--- src/eaUnit_params.svh ---
`ifndef EAUNIT_PARAMS_SVH
`define EAUNIT_PARAMS_SVH

// Bus widths
`define DATA_W    8
`define ADDR_W    16
`define NUM_FLAGS 24

// Program counter and address register loads
`define PC_INC             0
`define LOAD_ABL           1
`define LOAD_ABH           2
// ADL / ADH bus sources
`define SET_ADL_TO_PCL     3
`define SET_ADH_TO_PCH     4
`define SET_ADL_TO_DATA    5
`define SET_ADH_TO_DATA    6
`define SET_ADL_TO_ALU     7
`define SET_ADH_LOW        8
`define SET_ADH_TO_SB      9
// DB / SB bus sources
`define SET_DB_TO_DATA     10
`define SET_DB_TO_SB       11
`define SET_SB_TO_X        12
`define SET_SB_TO_Y        13
`define SET_SB_TO_ALU      14
// Adder inputs and result
`define SET_INPUT_A_TO_SB  15
`define SET_INPUT_A_TO_LOW 16
`define SET_INPUT_B_TO_DB  17
`define SET_ALU_CARRY_HIGH 18
`define ALU_ADD            19
`define LOAD_ALU           20
`define CARRY_CAPTURE      21
// Result register
`define LOAD_EFF_ADDR      22
`define CLEAR_EFF_ADDR     23

`endif

--- src/eaUnitPkg.sv ---
`include "eaUnit_params.svh"

package eaUnitPkg;

    typedef logic [`DATA_W-1:0]    dataByte_t;
    typedef logic [`ADDR_W-1:0]    addr_t;
    typedef logic [`NUM_FLAGS-1:0] ctrlFlags_t;

    // Addressing micro-steps
    typedef enum logic [1:0] {
        A0,
        A1,
        A2,
        A3
    } addrStep_t;

    typedef enum logic [3:0] {
        IMM,
        ZPG,
        ZPG_X,
        ZPG_Y,
        ABS,
        ABS_X,
        ABS_Y,
        IND_X,
        IND_Y,
        BAD
    } addrMode_t;

    typedef enum logic [1:0] {
        IDLE,
        RUN,
        FINISH
    } seqState_t;

endpackage

--- src/addrModeDecode.sv ---
`timescale 1ns/1ps

module addrModeDecode
    import eaUnitPkg::*;
(
    input  dataByte_t  opCode,
    output addrMode_t  mode,
    output logic [2:0] stepCount
);

    // Opcode to addressing mode
    always_comb begin
        mode = BAD;
        if (opCode[1:0] == 2'b01) begin
            // Group one opcodes carry the mode in bits 4:2
            case (opCode[4:2])
                3'b000: mode = IND_X;
                3'b001: mode = ZPG;
                3'b010: mode = IMM;
                3'b011: mode = ABS;
                3'b100: mode = IND_Y;
                3'b101: mode = ZPG_X;
                3'b110: mode = ABS_Y;
                default: mode = ABS_X;
            endcase
        end else if ((opCode == 8'h96) || (opCode == 8'hB6)) begin
            mode = ZPG_Y;
        end else if (opCode == 8'hBE) begin
            mode = ABS_Y;
        end
    end

    // Micro-steps needed per mode
    always_comb begin
        case (mode)
            ZPG: stepCount = 3'd1;
            ZPG_X, ZPG_Y, ABS: stepCount = 3'd2;
            ABS_X, ABS_Y: stepCount = 3'd3;
            IND_X, IND_Y: stepCount = 3'd4;
            default: stepCount = 3'd0;  // immediate or unsupported
        endcase
    end

endmodule

--- src/addrModeFlags.sv ---
`timescale 1ns/1ps
`include "eaUnit_params.svh"

module addrModeFlags
    import eaUnitPkg::*;
(
    input  addrStep_t  step,
    input  addrMode_t  mode,
    input  logic       active,
    input  logic       carryToHigh,
    output ctrlFlags_t flags
);

    // X or Y for the shared indexed arms
    logic useX;

    assign useX = (mode == ZPG_X) || (mode == ABS_X);

    //////////////////////////////////////////////////////////////////////
    // Recurring flag groups
    //////////////////////////////////////////////////////////////////////

    // Data byte plus an index register into the adder
    function automatic ctrlFlags_t dataPlusIndex(input logic fromX);
        ctrlFlags_t f;
        f = '0;
        f[`SET_DB_TO_DATA] = 1'b1;
        f[`SET_INPUT_B_TO_DB] = 1'b1;
        f[`SET_SB_TO_X] = fromX;
        f[`SET_SB_TO_Y] = !fromX;
        f[`SET_INPUT_A_TO_SB] = 1'b1;
        f[`ALU_ADD] = 1'b1;
        f[`LOAD_ALU] = 1'b1;
        return f;
    endfunction

    // Data byte plus zero and a carry into the adder
    function automatic ctrlFlags_t dataPlusCarry(input logic carry);
        ctrlFlags_t f;
        f = '0;
        f[`SET_DB_TO_DATA] = 1'b1;
        f[`SET_INPUT_B_TO_DB] = 1'b1;
        f[`SET_INPUT_A_TO_LOW] = 1'b1;
        f[`SET_ALU_CARRY_HIGH] = carry;
        f[`ALU_ADD] = 1'b1;
        f[`LOAD_ALU] = 1'b1;
        return f;
    endfunction

    // Address bus to page zero, low byte from data or adder
    function automatic ctrlFlags_t zeroPage(input logic fromData);
        ctrlFlags_t f;
        f = '0;
        f[`SET_ADH_LOW] = 1'b1;
        f[`SET_ADL_TO_DATA] = fromData;
        f[`SET_ADL_TO_ALU] = !fromData;
        f[`LOAD_ABH] = 1'b1;
        f[`LOAD_ABL] = 1'b1;
        return f;
    endfunction

    //////////////////////////////////////////////////////////////////////
    // Per-mode step table
    //////////////////////////////////////////////////////////////////////

    always_comb begin
        flags = '0;
        if (active) begin
            case (mode)
                IMM: begin
                    // Operand address is already on the bus
                    flags[`LOAD_EFF_ADDR] = 1'b1;
                end
                ZPG: begin
                    flags = zeroPage(1'b1);
                    flags[`LOAD_EFF_ADDR] = 1'b1;
                end
                ZPG_X, ZPG_Y: begin
                    if (step == A0) begin
                        flags = dataPlusIndex(useX);
                    end else begin
                        // Sum wraps inside page zero
                        flags = zeroPage(1'b0);
                        flags[`LOAD_EFF_ADDR] = 1'b1;
                    end
                end
                ABS: begin
                    if (step == A0) begin
                        // Park b0 in the adder, point at b1
                        flags = dataPlusCarry(1'b0);
                        flags[`PC_INC] = 1'b1;
                        flags[`SET_ADL_TO_PCL] = 1'b1;
                        flags[`SET_ADH_TO_PCH] = 1'b1;
                        flags[`LOAD_ABL] = 1'b1;
                        flags[`LOAD_ABH] = 1'b1;
                    end else begin
                        flags[`SET_ADL_TO_ALU] = 1'b1;
                        flags[`SET_ADH_TO_DATA] = 1'b1;
                        flags[`LOAD_ABL] = 1'b1;
                        flags[`LOAD_ABH] = 1'b1;
                        flags[`LOAD_EFF_ADDR] = 1'b1;
                    end
                end
                ABS_X, ABS_Y: begin
                    if (step == A0) begin
                        // Low byte index add, keep its carry
                        flags = dataPlusIndex(useX);
                        flags[`CARRY_CAPTURE] = 1'b1;
                        flags[`PC_INC] = 1'b1;
                        flags[`SET_ADL_TO_PCL] = 1'b1;
                        flags[`SET_ADH_TO_PCH] = 1'b1;
                        flags[`LOAD_ABL] = 1'b1;
                        flags[`LOAD_ABH] = 1'b1;
                    end else if (step == A1) begin
                        // High byte plus page-cross carry
                        flags = dataPlusCarry(carryToHigh);
                        flags[`SET_ADL_TO_ALU] = 1'b1;
                        flags[`LOAD_ABL] = 1'b1;
                    end else begin
                        flags[`SET_SB_TO_ALU] = 1'b1;
                        flags[`SET_ADH_TO_SB] = 1'b1;
                        flags[`LOAD_ABH] = 1'b1;
                        flags[`LOAD_EFF_ADDR] = 1'b1;
                    end
                end
                IND_X: begin
                    if (step == A0) begin
                        flags = dataPlusIndex(1'b1);
                    end else if (step == A1) begin
                        // Read pointer low, bump pointer through the adder
                        flags = zeroPage(1'b0);
                        flags[`SET_SB_TO_ALU] = 1'b1;
                        flags[`SET_DB_TO_SB] = 1'b1;
                        flags[`SET_INPUT_B_TO_DB] = 1'b1;
                        flags[`SET_INPUT_A_TO_LOW] = 1'b1;
                        flags[`SET_ALU_CARRY_HIGH] = 1'b1;
                        flags[`ALU_ADD] = 1'b1;
                        flags[`LOAD_ALU] = 1'b1;
                    end else if (step == A2) begin
                        // Pointer high address, stash target low
                        flags = zeroPage(1'b0) | dataPlusCarry(1'b0);
                    end else begin
                        flags[`SET_ADH_TO_DATA] = 1'b1;
                        flags[`SET_ADL_TO_ALU] = 1'b1;
                        flags[`LOAD_ABH] = 1'b1;
                        flags[`LOAD_ABL] = 1'b1;
                        flags[`LOAD_EFF_ADDR] = 1'b1;
                    end
                end
                IND_Y: begin
                    if (step == A0) begin
                        // Address 00:b0 and b0+1 in the adder
                        flags = zeroPage(1'b1) | dataPlusCarry(1'b1);
                    end else if (step == A1) begin
                        flags = zeroPage(1'b0) | dataPlusIndex(1'b0);
                        flags[`CARRY_CAPTURE] = 1'b1;
                    end else if (step == A2) begin
                        flags = dataPlusCarry(carryToHigh);
                        flags[`SET_ADL_TO_ALU] = 1'b1;
                        flags[`LOAD_ABL] = 1'b1;
                    end else begin
                        flags[`SET_SB_TO_ALU] = 1'b1;
                        flags[`SET_ADH_TO_SB] = 1'b1;
                        flags[`LOAD_ABH] = 1'b1;
                        flags[`LOAD_EFF_ADDR] = 1'b1;
                    end
                end
                default: begin
                    // Unsupported opcode reports address zero
                    flags[`CLEAR_EFF_ADDR] = 1'b1;
                end
            endcase
        end
    end

endmodule

--- src/addrSequencer.sv ---
`timescale 1ns/1ps

module addrSequencer
    import eaUnitPkg::*;
(
    input  logic       clk,
    input  logic       rst,
    input  logic       start,
    input  addrMode_t  mode,
    input  logic [2:0] stepCount,
    input  logic       aluCarry,
    input  logic       carryCapture,
    output addrStep_t  step,
    output addrMode_t  latchedMode,
    output logic       active,
    output logic       carryToHigh,
    output logic       loadStart,
    output logic       busy,
    output logic       done,
    output logic       badMode
);

    seqState_t  state;
    logic [2:0] stepTotal;
    logic       lastStep;

    assign loadStart = start && (state == IDLE);
    assign busy = (state != IDLE);
    assign lastStep = (({1'b0, step} + 3'd1) == stepTotal);

    // Zero-step modes get one flag cycle in FINISH to settle the result
    assign active = (state == RUN) || ((state == FINISH) && (stepTotal == 3'd0));

    always_ff @(posedge clk) begin
        if (rst) begin
            state <= IDLE;
            step <= A0;
            stepTotal <= '0;
            latchedMode <= IMM;
            carryToHigh <= 1'b0;
            done <= 1'b0;
            badMode <= 1'b0;
        end else begin
            done <= (state == FINISH);

            // Low byte carry held for the next step
            if (carryCapture) begin
                carryToHigh <= aluCarry;
            end

            case (state)
                IDLE: begin
                    if (start) begin
                        step <= A0;
                        stepTotal <= stepCount;
                        latchedMode <= mode;
                        badMode <= (mode == BAD);
                        carryToHigh <= 1'b0;
                        state <= (stepCount == 3'd0) ? FINISH : RUN;
                    end
                end
                RUN: begin
                    if (lastStep) begin
                        state <= FINISH;
                    end else begin
                        step <= addrStep_t'(step + 2'd1);
                    end
                end
                default: begin
                    state <= IDLE;
                end
            endcase
        end
    end

endmodule

--- src/addrDatapath.sv ---
`timescale 1ns/1ps
`include "eaUnit_params.svh"

module addrDatapath
    import eaUnitPkg::*;
(
    input  logic       clk,
    input  logic       rst,
    input  logic       loadStart,
    input  addr_t      operandAddr,
    input  dataByte_t  xReg,
    input  dataByte_t  yReg,
    input  dataByte_t  memRdata,
    input  ctrlFlags_t flags,
    output addr_t      memAddr,
    output addr_t      effAddr,
    output logic       aluCarry
);

    addr_t            pc;
    dataByte_t        abl;
    dataByte_t        abh;
    dataByte_t        aluReg;
    dataByte_t        adlBus;
    dataByte_t        adhBus;
    dataByte_t        dbBus;
    dataByte_t        sbBus;
    dataByte_t        aluA;
    dataByte_t        aluB;
    dataByte_t        aluOut;
    logic [`DATA_W:0] aluSum;
    addr_t            abNext;

    //////////////////////////////////////////////////////////////////////
    // Internal buses
    //////////////////////////////////////////////////////////////////////

    // Unselected buses read as zero, which also serves as page zero
    always_comb begin
        sbBus = '0;
        if (flags[`SET_SB_TO_X]) begin
            sbBus = xReg;
        end else if (flags[`SET_SB_TO_Y]) begin
            sbBus = yReg;
        end else if (flags[`SET_SB_TO_ALU]) begin
            sbBus = aluReg;
        end

        dbBus = '0;
        if (flags[`SET_DB_TO_DATA]) begin
            dbBus = memRdata;
        end else if (flags[`SET_DB_TO_SB]) begin
            dbBus = sbBus;
        end

        adlBus = '0;
        if (flags[`SET_ADL_TO_PCL]) begin
            adlBus = pc[`DATA_W-1:0];
        end else if (flags[`SET_ADL_TO_DATA]) begin
            adlBus = memRdata;
        end else if (flags[`SET_ADL_TO_ALU]) begin
            adlBus = aluReg;
        end

        adhBus = '0;
        if (flags[`SET_ADH_TO_PCH]) begin
            adhBus = pc[`ADDR_W-1:`DATA_W];
        end else if (flags[`SET_ADH_TO_DATA]) begin
            adhBus = memRdata;
        end else if (flags[`SET_ADH_TO_SB]) begin
            adhBus = sbBus;
        end
    end

    //////////////////////////////////////////////////////////////////////
    // Adder
    //////////////////////////////////////////////////////////////////////

    assign aluA = flags[`SET_INPUT_A_TO_SB] ? sbBus : '0;
    assign aluB = flags[`SET_INPUT_B_TO_DB] ? dbBus : '0;
    assign aluSum = {1'b0, aluA} + {1'b0, aluB} + {{`DATA_W{1'b0}}, flags[`SET_ALU_CARRY_HIGH]};
    assign aluOut = flags[`ALU_ADD] ? aluSum[`DATA_W-1:0] : aluB;
    assign aluCarry = flags[`ALU_ADD] && aluSum[`DATA_W];

    always_ff @(posedge clk) begin
        if (flags[`LOAD_ALU]) begin
            aluReg <= aluOut;
        end
    end

    //////////////////////////////////////////////////////////////////////
    // PC and address registers
    //////////////////////////////////////////////////////////////////////

    // Value the address register takes at the coming edge
    assign abNext = {flags[`LOAD_ABH] ? adhBus : abh, flags[`LOAD_ABL] ? adlBus : abl};
    assign memAddr = {abh, abl};

    always_ff @(posedge clk) begin
        if (rst) begin
            pc <= '0;
            abl <= '0;
            abh <= '0;
            effAddr <= '0;
        end else if (loadStart) begin
            pc <= operandAddr + 1'b1;
            abh <= operandAddr[`ADDR_W-1:`DATA_W];
            abl <= operandAddr[`DATA_W-1:0];
        end else begin
            if (flags[`PC_INC]) begin
                pc <= pc + 1'b1;
            end
            abh <= abNext[`ADDR_W-1:`DATA_W];
            abl <= abNext[`DATA_W-1:0];
            // Final step copies the new address out
            if (flags[`LOAD_EFF_ADDR]) begin
                effAddr <= abNext;
            end else if (flags[`CLEAR_EFF_ADDR]) begin
                effAddr <= '0;
            end
        end
    end

endmodule

--- src/eaUnit.sv ---
`timescale 1ns/1ps
`include "eaUnit_params.svh"

module eaUnit
    import eaUnitPkg::*;
(
    input  logic      clk,
    input  logic      rst,
    input  logic      start,
    input  dataByte_t opCode,
    input  addr_t     operandAddr,
    input  dataByte_t xReg,
    input  dataByte_t yReg,
    input  dataByte_t memRdata,
    output addr_t     memAddr,
    output logic      busy,
    output logic      done,
    output addr_t     effAddr,
    output logic      badMode
);

    addrMode_t  mode;
    logic [2:0] stepCount;
    addrStep_t  step;
    addrMode_t  latchedMode;
    logic       active;
    logic       carryToHigh;
    logic       loadStart;
    logic       aluCarry;
    ctrlFlags_t flags;

    addrModeDecode u_decode (
        .opCode    (opCode),
        .mode      (mode),
        .stepCount (stepCount)
    );

    // Sequencer watches only the carry capture line
    addrSequencer u_sequencer (
        .clk          (clk),
        .rst          (rst),
        .start        (start),
        .mode         (mode),
        .stepCount    (stepCount),
        .aluCarry     (aluCarry),
        .carryCapture (flags[`CARRY_CAPTURE]),
        .step         (step),
        .latchedMode  (latchedMode),
        .active       (active),
        .carryToHigh  (carryToHigh),
        .loadStart    (loadStart),
        .busy         (busy),
        .done         (done),
        .badMode      (badMode)
    );

    addrModeFlags u_flagGen (
        .step        (step),
        .mode        (latchedMode),
        .active      (active),
        .carryToHigh (carryToHigh),
        .flags       (flags)
    );

    addrDatapath u_datapath (
        .clk         (clk),
        .rst         (rst),
        .loadStart   (loadStart),
        .operandAddr (operandAddr),
        .xReg        (xReg),
        .yReg        (yReg),
        .memRdata    (memRdata),
        .flags       (flags),
        .memAddr     (memAddr),
        .effAddr     (effAddr),
        .aluCarry    (aluCarry)
    );

endmodule

--- config.mk ---
export PLATFORM = sky130hd
export DESIGN_NAME = eaUnit
export DESIGN_NICKNAME = d
export VERILOG_FILES = /design/src/eaUnitPkg.sv /design/src/addrModeDecode.sv /design/src/addrModeFlags.sv /design/src/addrSequencer.sv /design/src/addrDatapath.sv /design/src/eaUnit.sv
export VERILOG_INCLUDE_DIRS = /design/src
export SDC_FILE = /design/constraint.sdc
export NUM_CORES = 1
export LEC_CHECK = 0
export BUFFER_PORTS_ARGS = -buffer_cell sky130_fd_sc_hd__buf_2
export CAP_MARGIN = 20
export CORE_UTILIZATION = 45
export DETAILED_ROUTE_END_ITERATION = 6
export PLACE_DENSITY = 0.72
export SLEW_MARGIN = 20
export SYNTH_ARGS = -nofsm -noshare
export SYNTH_HDL_FRONTEND = slang
export SYNTH_SLANG_ARGS = --single-unit
--- constraint.sdc ---
create_clock -name clk -period 5.3 [get_ports clk]
set_input_delay 0.53 -clock clk [delete_from_list [all_inputs] [get_ports clk]]
set_output_delay 0.53 -clock clk [all_outputs]
set_load 0.1 [all_outputs]
; ---- Word level (Yosys, flattened, before mapping)
; Memories as Yosys holds them, arrays and structs flattened.
; Index checks and enable logic that the tools add are counted.
; W data, S select, Z words.
[word_totals]
register_bits = 70
romBits = 48
out_inout_bits = 35
memories = 1
[mem_list]
columns = memory, words, width, rd, rd_clocked_by_memory_dff, write_ports, line
row1 = (name not given), 16, 3, 1, 0, 0, addrModeDecode.sv:35  ; case (mode)
[op_classes]
addsub = 6
eq_ne = 27
n_mux = 63
n_bitwise = 1
n_reduce_logical = 25
[ops]
columns = op, count
row1 = $mux W8, 18
row2 = $pmux W22 S6, 1
row3 = $mux W23, 4
row4 = $mux W24, 3
row5 = $mux W16, 4
row6 = $add A16 B1 Y16 const B, 2
row7 = $pmux W4 S7, 1
row8 = $mux W13, 2
row9 = $eq A8 B8 Y1 const B, 3
row10 = $mux W2, 9
row11 = $eq A4 B3 Y1 const B, 4
row12 = $mux W4, 3
row13 = $mux W6, 2
row14 = $mux W1, 10
row15 = $mux W5, 2
row16 = $add A8 B8 Y9, 1
row17 = $add A9 B1 Y9, 1
row18 = $eq A3 B3 Y1 const B, 3
row19 = $logic_not A3 Y1, 3
row20 = $eq A4 B2 Y1 const B, 2
row21 = $eq A4 B4 Y1 const B, 2
row22 = $pmux W2 S2, 2
row23 = $reduce_bool A2 Y1, 4
row24 = $eq A2 B1 Y1 const B, 3
row25 = other kinds (21), 33

; ---- Longest topological paths before layout
[depth]
ltp_word = 18
ltp_mapped = 18

; ---- Cells and area by module
; Synthesis repeated with hierarchy kept, for this count alone.
[unflattened]
cells_unflattened = 663
area_unflattened_um2 = 5502.8
[modules_own_cells]
columns = mod, n_inst, cells_each, area_each_um2, seq_area_each_um2
row1 = addrDatapath, 1, 443, 3792.4, 1201.2
row2 = addrModeFlags, 1, 119, 774.5, 0.0
row3 = addrSequencer, 1, 68, 651.9, 280.3
row4 = addrModeDecode, 1, 33, 284.0, 0.0

; ---- Worst setup path after synthesis
; OpenSTA, ideal clock, no wires.
[synth_path]
kind = register to register
from = register u_sequencer.step[0]
to = register u_datapath.aluReg[6], data pin
t_arrival_ps = 3817
t_required_ps = 5044
slack_ps = 1227
path_stages_with_launch = 19
period_less_slack_ps = 4073
cell_sequence = dfxtp_1 inv_1 ha_1 clkbuf_1 nand4b_1 a21oi_2 or2_1 buf_2 o311ai_2 o21a_1 a22o_1 fa_1 fa_1 a21o_1 a21oi_1 o21bai_1 a21oi_1 xor2_1 nor2_1
[synth_between]
elab_chain_len = 15
word_cells_on_any_way = 29
cone_classes = 2 x add/sub / 2 x eq/ne / 24 x mux / 1 x reduce/logical
[synth_lines]
columns = item, line
row1 = from (decl), addrSequencer.sv:13  ; output addrStep_t step,
row2 = from (signal assigned), addrSequencer.sv:66  ; step <= addrStep_t'(step + 2'd1);
row3 = $eq A2 B2 Y1, "addrModeFlags.sv:139, addrModeFlags.sv:157"
row4 = $mux W1, addrModeFlags.sv:157  ; end else if (step == A2) begin
row5 = $mux W23, addrModeFlags.sv:154  ; end else if (step == A1) begin
row6 = $mux W24, addrModeFlags.sv:151  ; if (step == A0) begin
row7 = $pmux W22 S6 (*), addrModeFlags.sv:69  ; case (mode)
row8 = $mux W24 (*), addrModeFlags.sv:68  ; if (active) begin
row9 = $mux W8, addrDatapath.sv:45  ; end else if (flags[`SET_SB_TO_ALU]) begin
row10 = $mux W8, addrDatapath.sv:43  ; end else if (flags[`SET_SB_TO_Y]) begin
row11 = $mux W8, addrDatapath.sv:41  ; if (flags[`SET_SB_TO_X]) begin
row12 = $mux W8, addrDatapath.sv:52  ; end else if (flags[`SET_DB_TO_SB]) begin
row13 = $mux W8, addrDatapath.sv:50  ; if (flags[`SET_DB_TO_DATA]) begin
row14 = $mux W8, addrDatapath.sv:80  ; assign aluB = flags[`SET_INPUT_B_TO_DB] ? dbBus : '0;
row15 = $add A8 B8 Y9, addrDatapath.sv:81  ; assign aluSum = {1'b0, aluA} + {1'b0, aluB} + {{`DATA_W{1'b0}}, flags[`SET_ALU_CARRY_HIGH]};
row16 = $add A9 B1 Y9, addrDatapath.sv:81
row17 = $mux W8 (*), addrDatapath.sv:82  ; assign aluOut = flags[`ALU_ADD] ? aluSum[`DATA_W-1:0] : aluB;
row18 = via u_datapath.aluOut[6], addrDatapath.sv:30  ; dataByte_t aluOut;
row19 = to (signal assigned), addrDatapath.sv:87  ; aluReg <= aluOut;
row20 = to (decl), addrDatapath.sv:23  ; dataByte_t aluReg;
; The timed path passes the listed nets; every way through them passes the cells marked *.
; A chain may end at the register's enable or synchronous reset.

; ---- Final worst setup path
; Ends and elaborated chain as after synthesis.

==> qor.csv <==
stage,metric,value,unit
setup_path,Crit path max-delay family,compound AO/OA/AOI/OAI gates,
setup_path,crit path kind,reg -> reg,
routing,met3 routed WL,1.15,mm
final_layout,share of layout cells above drive strength 1,23.7,%
yosys,fraction of registers with async set/reset,0,%
setup_path,critical path's slowest cell,ha_1,
yosys,post-synth top area share,22.2,%
clocking,clk buf depth,2,
power_and_ir_drop,P_leak,0.00241,µW
sta,setup_tns,0,ns
clocking,cts hold-fix bufs,0,
sta,Slew Limit Fails,0,
yosys,synth unique cells,96,
yosys,"EDFF count, synth",8,
setup_path,Worst Path Required,5.39,ns
setup_path,CP peak stage delay,0.62,ns
yosys,area share of fa/ha/maj cells after synthesis,4.97,%
yosys,post-synthesis sequential area ratio,26.5,%
yosys,Compound-Gate Fraction of Synth Area,32.5,%
yosys,largest family of logic cells by synthesized area,compound AO/OA/AOI/OAI gates,
clocking,post-cts resize count,0,
yosys,Synth Warn #,0,
setup_path,arrival time at the worst endpoint,4.99,ns
final_layout,Layout Nets,798,
min_path,WHS Path Cells,2,
final_layout,Layout area overhead,13.0,%
clocking,clock slew at reported path FFs,0.07,ns
sta,skew final,0.00703,ns
setup_path,"critical path, cell by cell",inv_1 > ha_1 > nand4b_1 > a21oi_2 > or2_1 > o311ai_2 > o21a_1 > a22o_1 > fa_1 > fa_1 > a21o_1 > a21oi_1 > o21bai_1 > a21oi_1 > xor2_1 > nor2_1,
yosys,mux cell area share after synthesis,1.12,%
sta,Worst slew margin,28.1,%
setup_path,Crit. End Element,flip-flop,
outcome,status,finished clean,
routing,Metal-1 WL,7.96,mm
yosys,Main synth FF type,dfxtp_1,
yosys,synthesized area,0.00559,mm²
placement,Place WS,0.478,ns
die,Die Width,113,µm
routing,Avg Vias per Cell,6.05,
final_layout,diode count,0,
routing,met2 WL post-DR,7.86,mm
die,Core ar.,0.0121,mm²
setup_path,Startpoint Class,flip-flop,
yosys,XOR/XNOR share of the synthesized area,5.48,%
sta,final setup fails,0,
yosys,post-synth top area cell,dfxtp_1,
sta,Tcrit/Tclk final,92.4,%
global_route,vias in the first global route,4973,
clocking,clock sink count,70,
setup_path,r2r setup slk,0.40,ns
setup_path,Reg-to-Reg Start,u_sequencer.step[0],
yosys,synthesized area per cell,8.36,µm²
clocking,"Clk Latency, worst-skew pair",0.35,ns
placement,hpwl dp,13.3,mm
yosys,syn_nets,741,
die,Die ar.,0.0129,mm²
global_route,maximum number of pins on one net before global-route repair,48,
placement,Port Buffer Count,85,
global_route,GRT Total Usage,27.7,%
sta,fmax,204,MHz
sta,unrepaired setup endpoints after global routing,false,
clocking,Root Driver,clkbuf_16,
sta,Worst-Margin Slew,1.07,ns
routing,First-pass DRT Iterations,5,
routing,Top Metal Used,met4,
die,Die H,113,µm
yosys,ranking of synthesized cells by area,"dfxtp_1, nor2_1, edfxtp_1, ha_1, nand2_1",
global_route,first-pass GRT wire length,27.3,mm
clocking,maximum level of the CTS H-tree,3,
clocking,TritonCTS Buffers,9,
yosys,"FF+latch count, synth",70,
routing,DRT Wirelength,17.4,mm
routing,post-DR wirelength/cell,19.3,µm
power_and_ir_drop,Peak supply drop,152,µV
global_route,initial antenna violation count,0,
yosys,Syn Inst Count,669,
setup_path,reg2reg end,u_datapath.aluReg[6],
routing,post-route DRC violation count,0,
setup_path,CP Max Fanout,22,
setup_path,CP bufs+invs,1,
die,initial cell density of the core,46.4,%
flow_run,maxcap violations,0,
routing,DRT antenna net count,0,
min_path,hold worst-path end,u_datapath.effAddr[8],
die,# IOs,86,
setup_path,R2R cell count,16,
yosys,post-synthesis simple-gate area fraction,23.0,%
power_and_ir_drop,Pwr Density,280,mW/mm²
final_layout,"most common cell after layout, fill and taps aside",buf_2,
global_route,grt ovf,0,
min_path,worst hold-check path type,reg -> reg,
sta,min Tclk post-route,4.90,ns
sta,final worst slack,0.401,ns
sta,final hold vios,0,
final_layout,most frequent cells in the layout,"buf_2, nor2_1, nand2_1, dfxtp_1",
min_path,HP Start,u_datapath.effAddr[8],
placement,Placer Congestion,0.936,
clocking,setup bufs post-CTS,0,
clocking,CTS tree,done,
routing,drt initial violations,464,
routing,DR vias,5440,
die,row count,40,
-- area by class of cell --
| type | count | area, µm² |
|---|---|---|
| Clock buffer | 9 | 225 |
| Inverter | 25 | 93.8 |
| Clock inverter | 7 | 62.6 |
| Tap cell | 168 | 210 |
| Timing Repair Buffer | 94 | 493 |
| Multi-Input combinational cell | 526 | 3750 |
| Sequential cell | 70 | 1480 |
| Fill cell | 1152 | 5740 |
-- sequential cells by signal (all words and copies together) (netlist names), 2 cells and up --
name and cells:
u_sequencer.state 2, u_datapath.abh 8, u_sequencer.latchedMode 4, u_datapath.abl 8, u_datapath.aluReg 8, u_sequencer.stepTotal 3, u_datapath.pc 16, u_datapath.effAddr 16
u_sequencer.step 2
-- report_power, final --
part	switching (µW)	internal [µW]	leakage, µW	total [µW]
clock network	271	328	0.000141	599
logic	383	155	0.00169	537
registers	57.1	574	0.000576	631
total	711	1060	0.00241	1770
-- stage by stage --
stage | utilization (%) | area (µm²) | hold WS [ns] | std cells | total power (µW)
floorplan | - | 5590 | 0.446 | 669 | 1050
global placement | 50.0 | 6030 | 0.438 | 883 | 1160
detailed placement | 50.0 | 6030 | 0.441 | 883 | 1170
CTS | 52.4 | 6320 | 0.451 | 899 | 1760
global route | 52.4 | 6320 | 0.463 | 899 | 1830
finish | 52.4 | 6320 | 0.448 | 899 | 1770
-- metal layers --
metal	vias up	track usage, %
met4	0	9.74
met3	22	4.94
met5	-	0
met1	2590	39.2
met2	206	42.0
li1	2622	-
-- cells by family after synthesis --
kind of cell | after synthesis
XOR/XNOR | 35
AND/OR/NAND/NOR | 246
flip-flops | 70
buffers and inverters | 73
multiplexers | 6
adder cells (fa/ha/maj) | 21
AO/OA/AOI/OAI | 218
-- worst max-delay path by stage --
stage                   startpoint                   end  slack, ns  cells past startpoint
6_report       u_sequencer.step[0]  u_datapath.aluReg[6]       0.40                     16
5_1_grt        u_sequencer.step[0]  u_datapath.aluReg[6]       0.11                     16
4_1_cts        u_sequencer.step[0]  u_datapath.aluReg[6]       0.46                     16
3_5_place_dp   u_sequencer.step[0]  u_datapath.aluReg[6]       0.48                     16
3_3_place_gp   u_sequencer.step[0]  u_datapath.aluReg[6]       0.66                     16
2_1_floorplan  u_sequencer.step[0]  u_datapath.aluReg[6]       1.23                     18
-- tightest hold or removal path: stages (launching register included) --
cell and delay, ns:
dfxtp_1 0.31, nand2_1 0.05, o21ai_1 0.05
-- cell usage after synthesis (4+ instances only) --
cell	number
nand3_1	14
buf_2	16
a21oi_1	25
a2111oi_1	6
nor2_1	70
buf_4	4
or2_2	9
o311ai_2	9
inv_1	25
o221ai_1	15
edfxtp_1	8
nand2_1	63
a22oi_2	8
a22oi_1	10
mux2i_1	4
a31oi_1	7
nand4_1	5
o2111ai_1	9
ha_1	19
and3_1	12
a22o_1	8
o21ai_1	11
o21ai_0	22
buf_6	5
o22ai_1	7
o211ai_1	7
nor2b_1	9
xor2_1	10
nor3_1	13
clkbuf_1	18
a211oi_1	16
a211oi_2	8
xnor2_1	25
o21a_1	13
dfxtp_1	62
nand2b_1	10
Power figures use the tool's default switching activity.
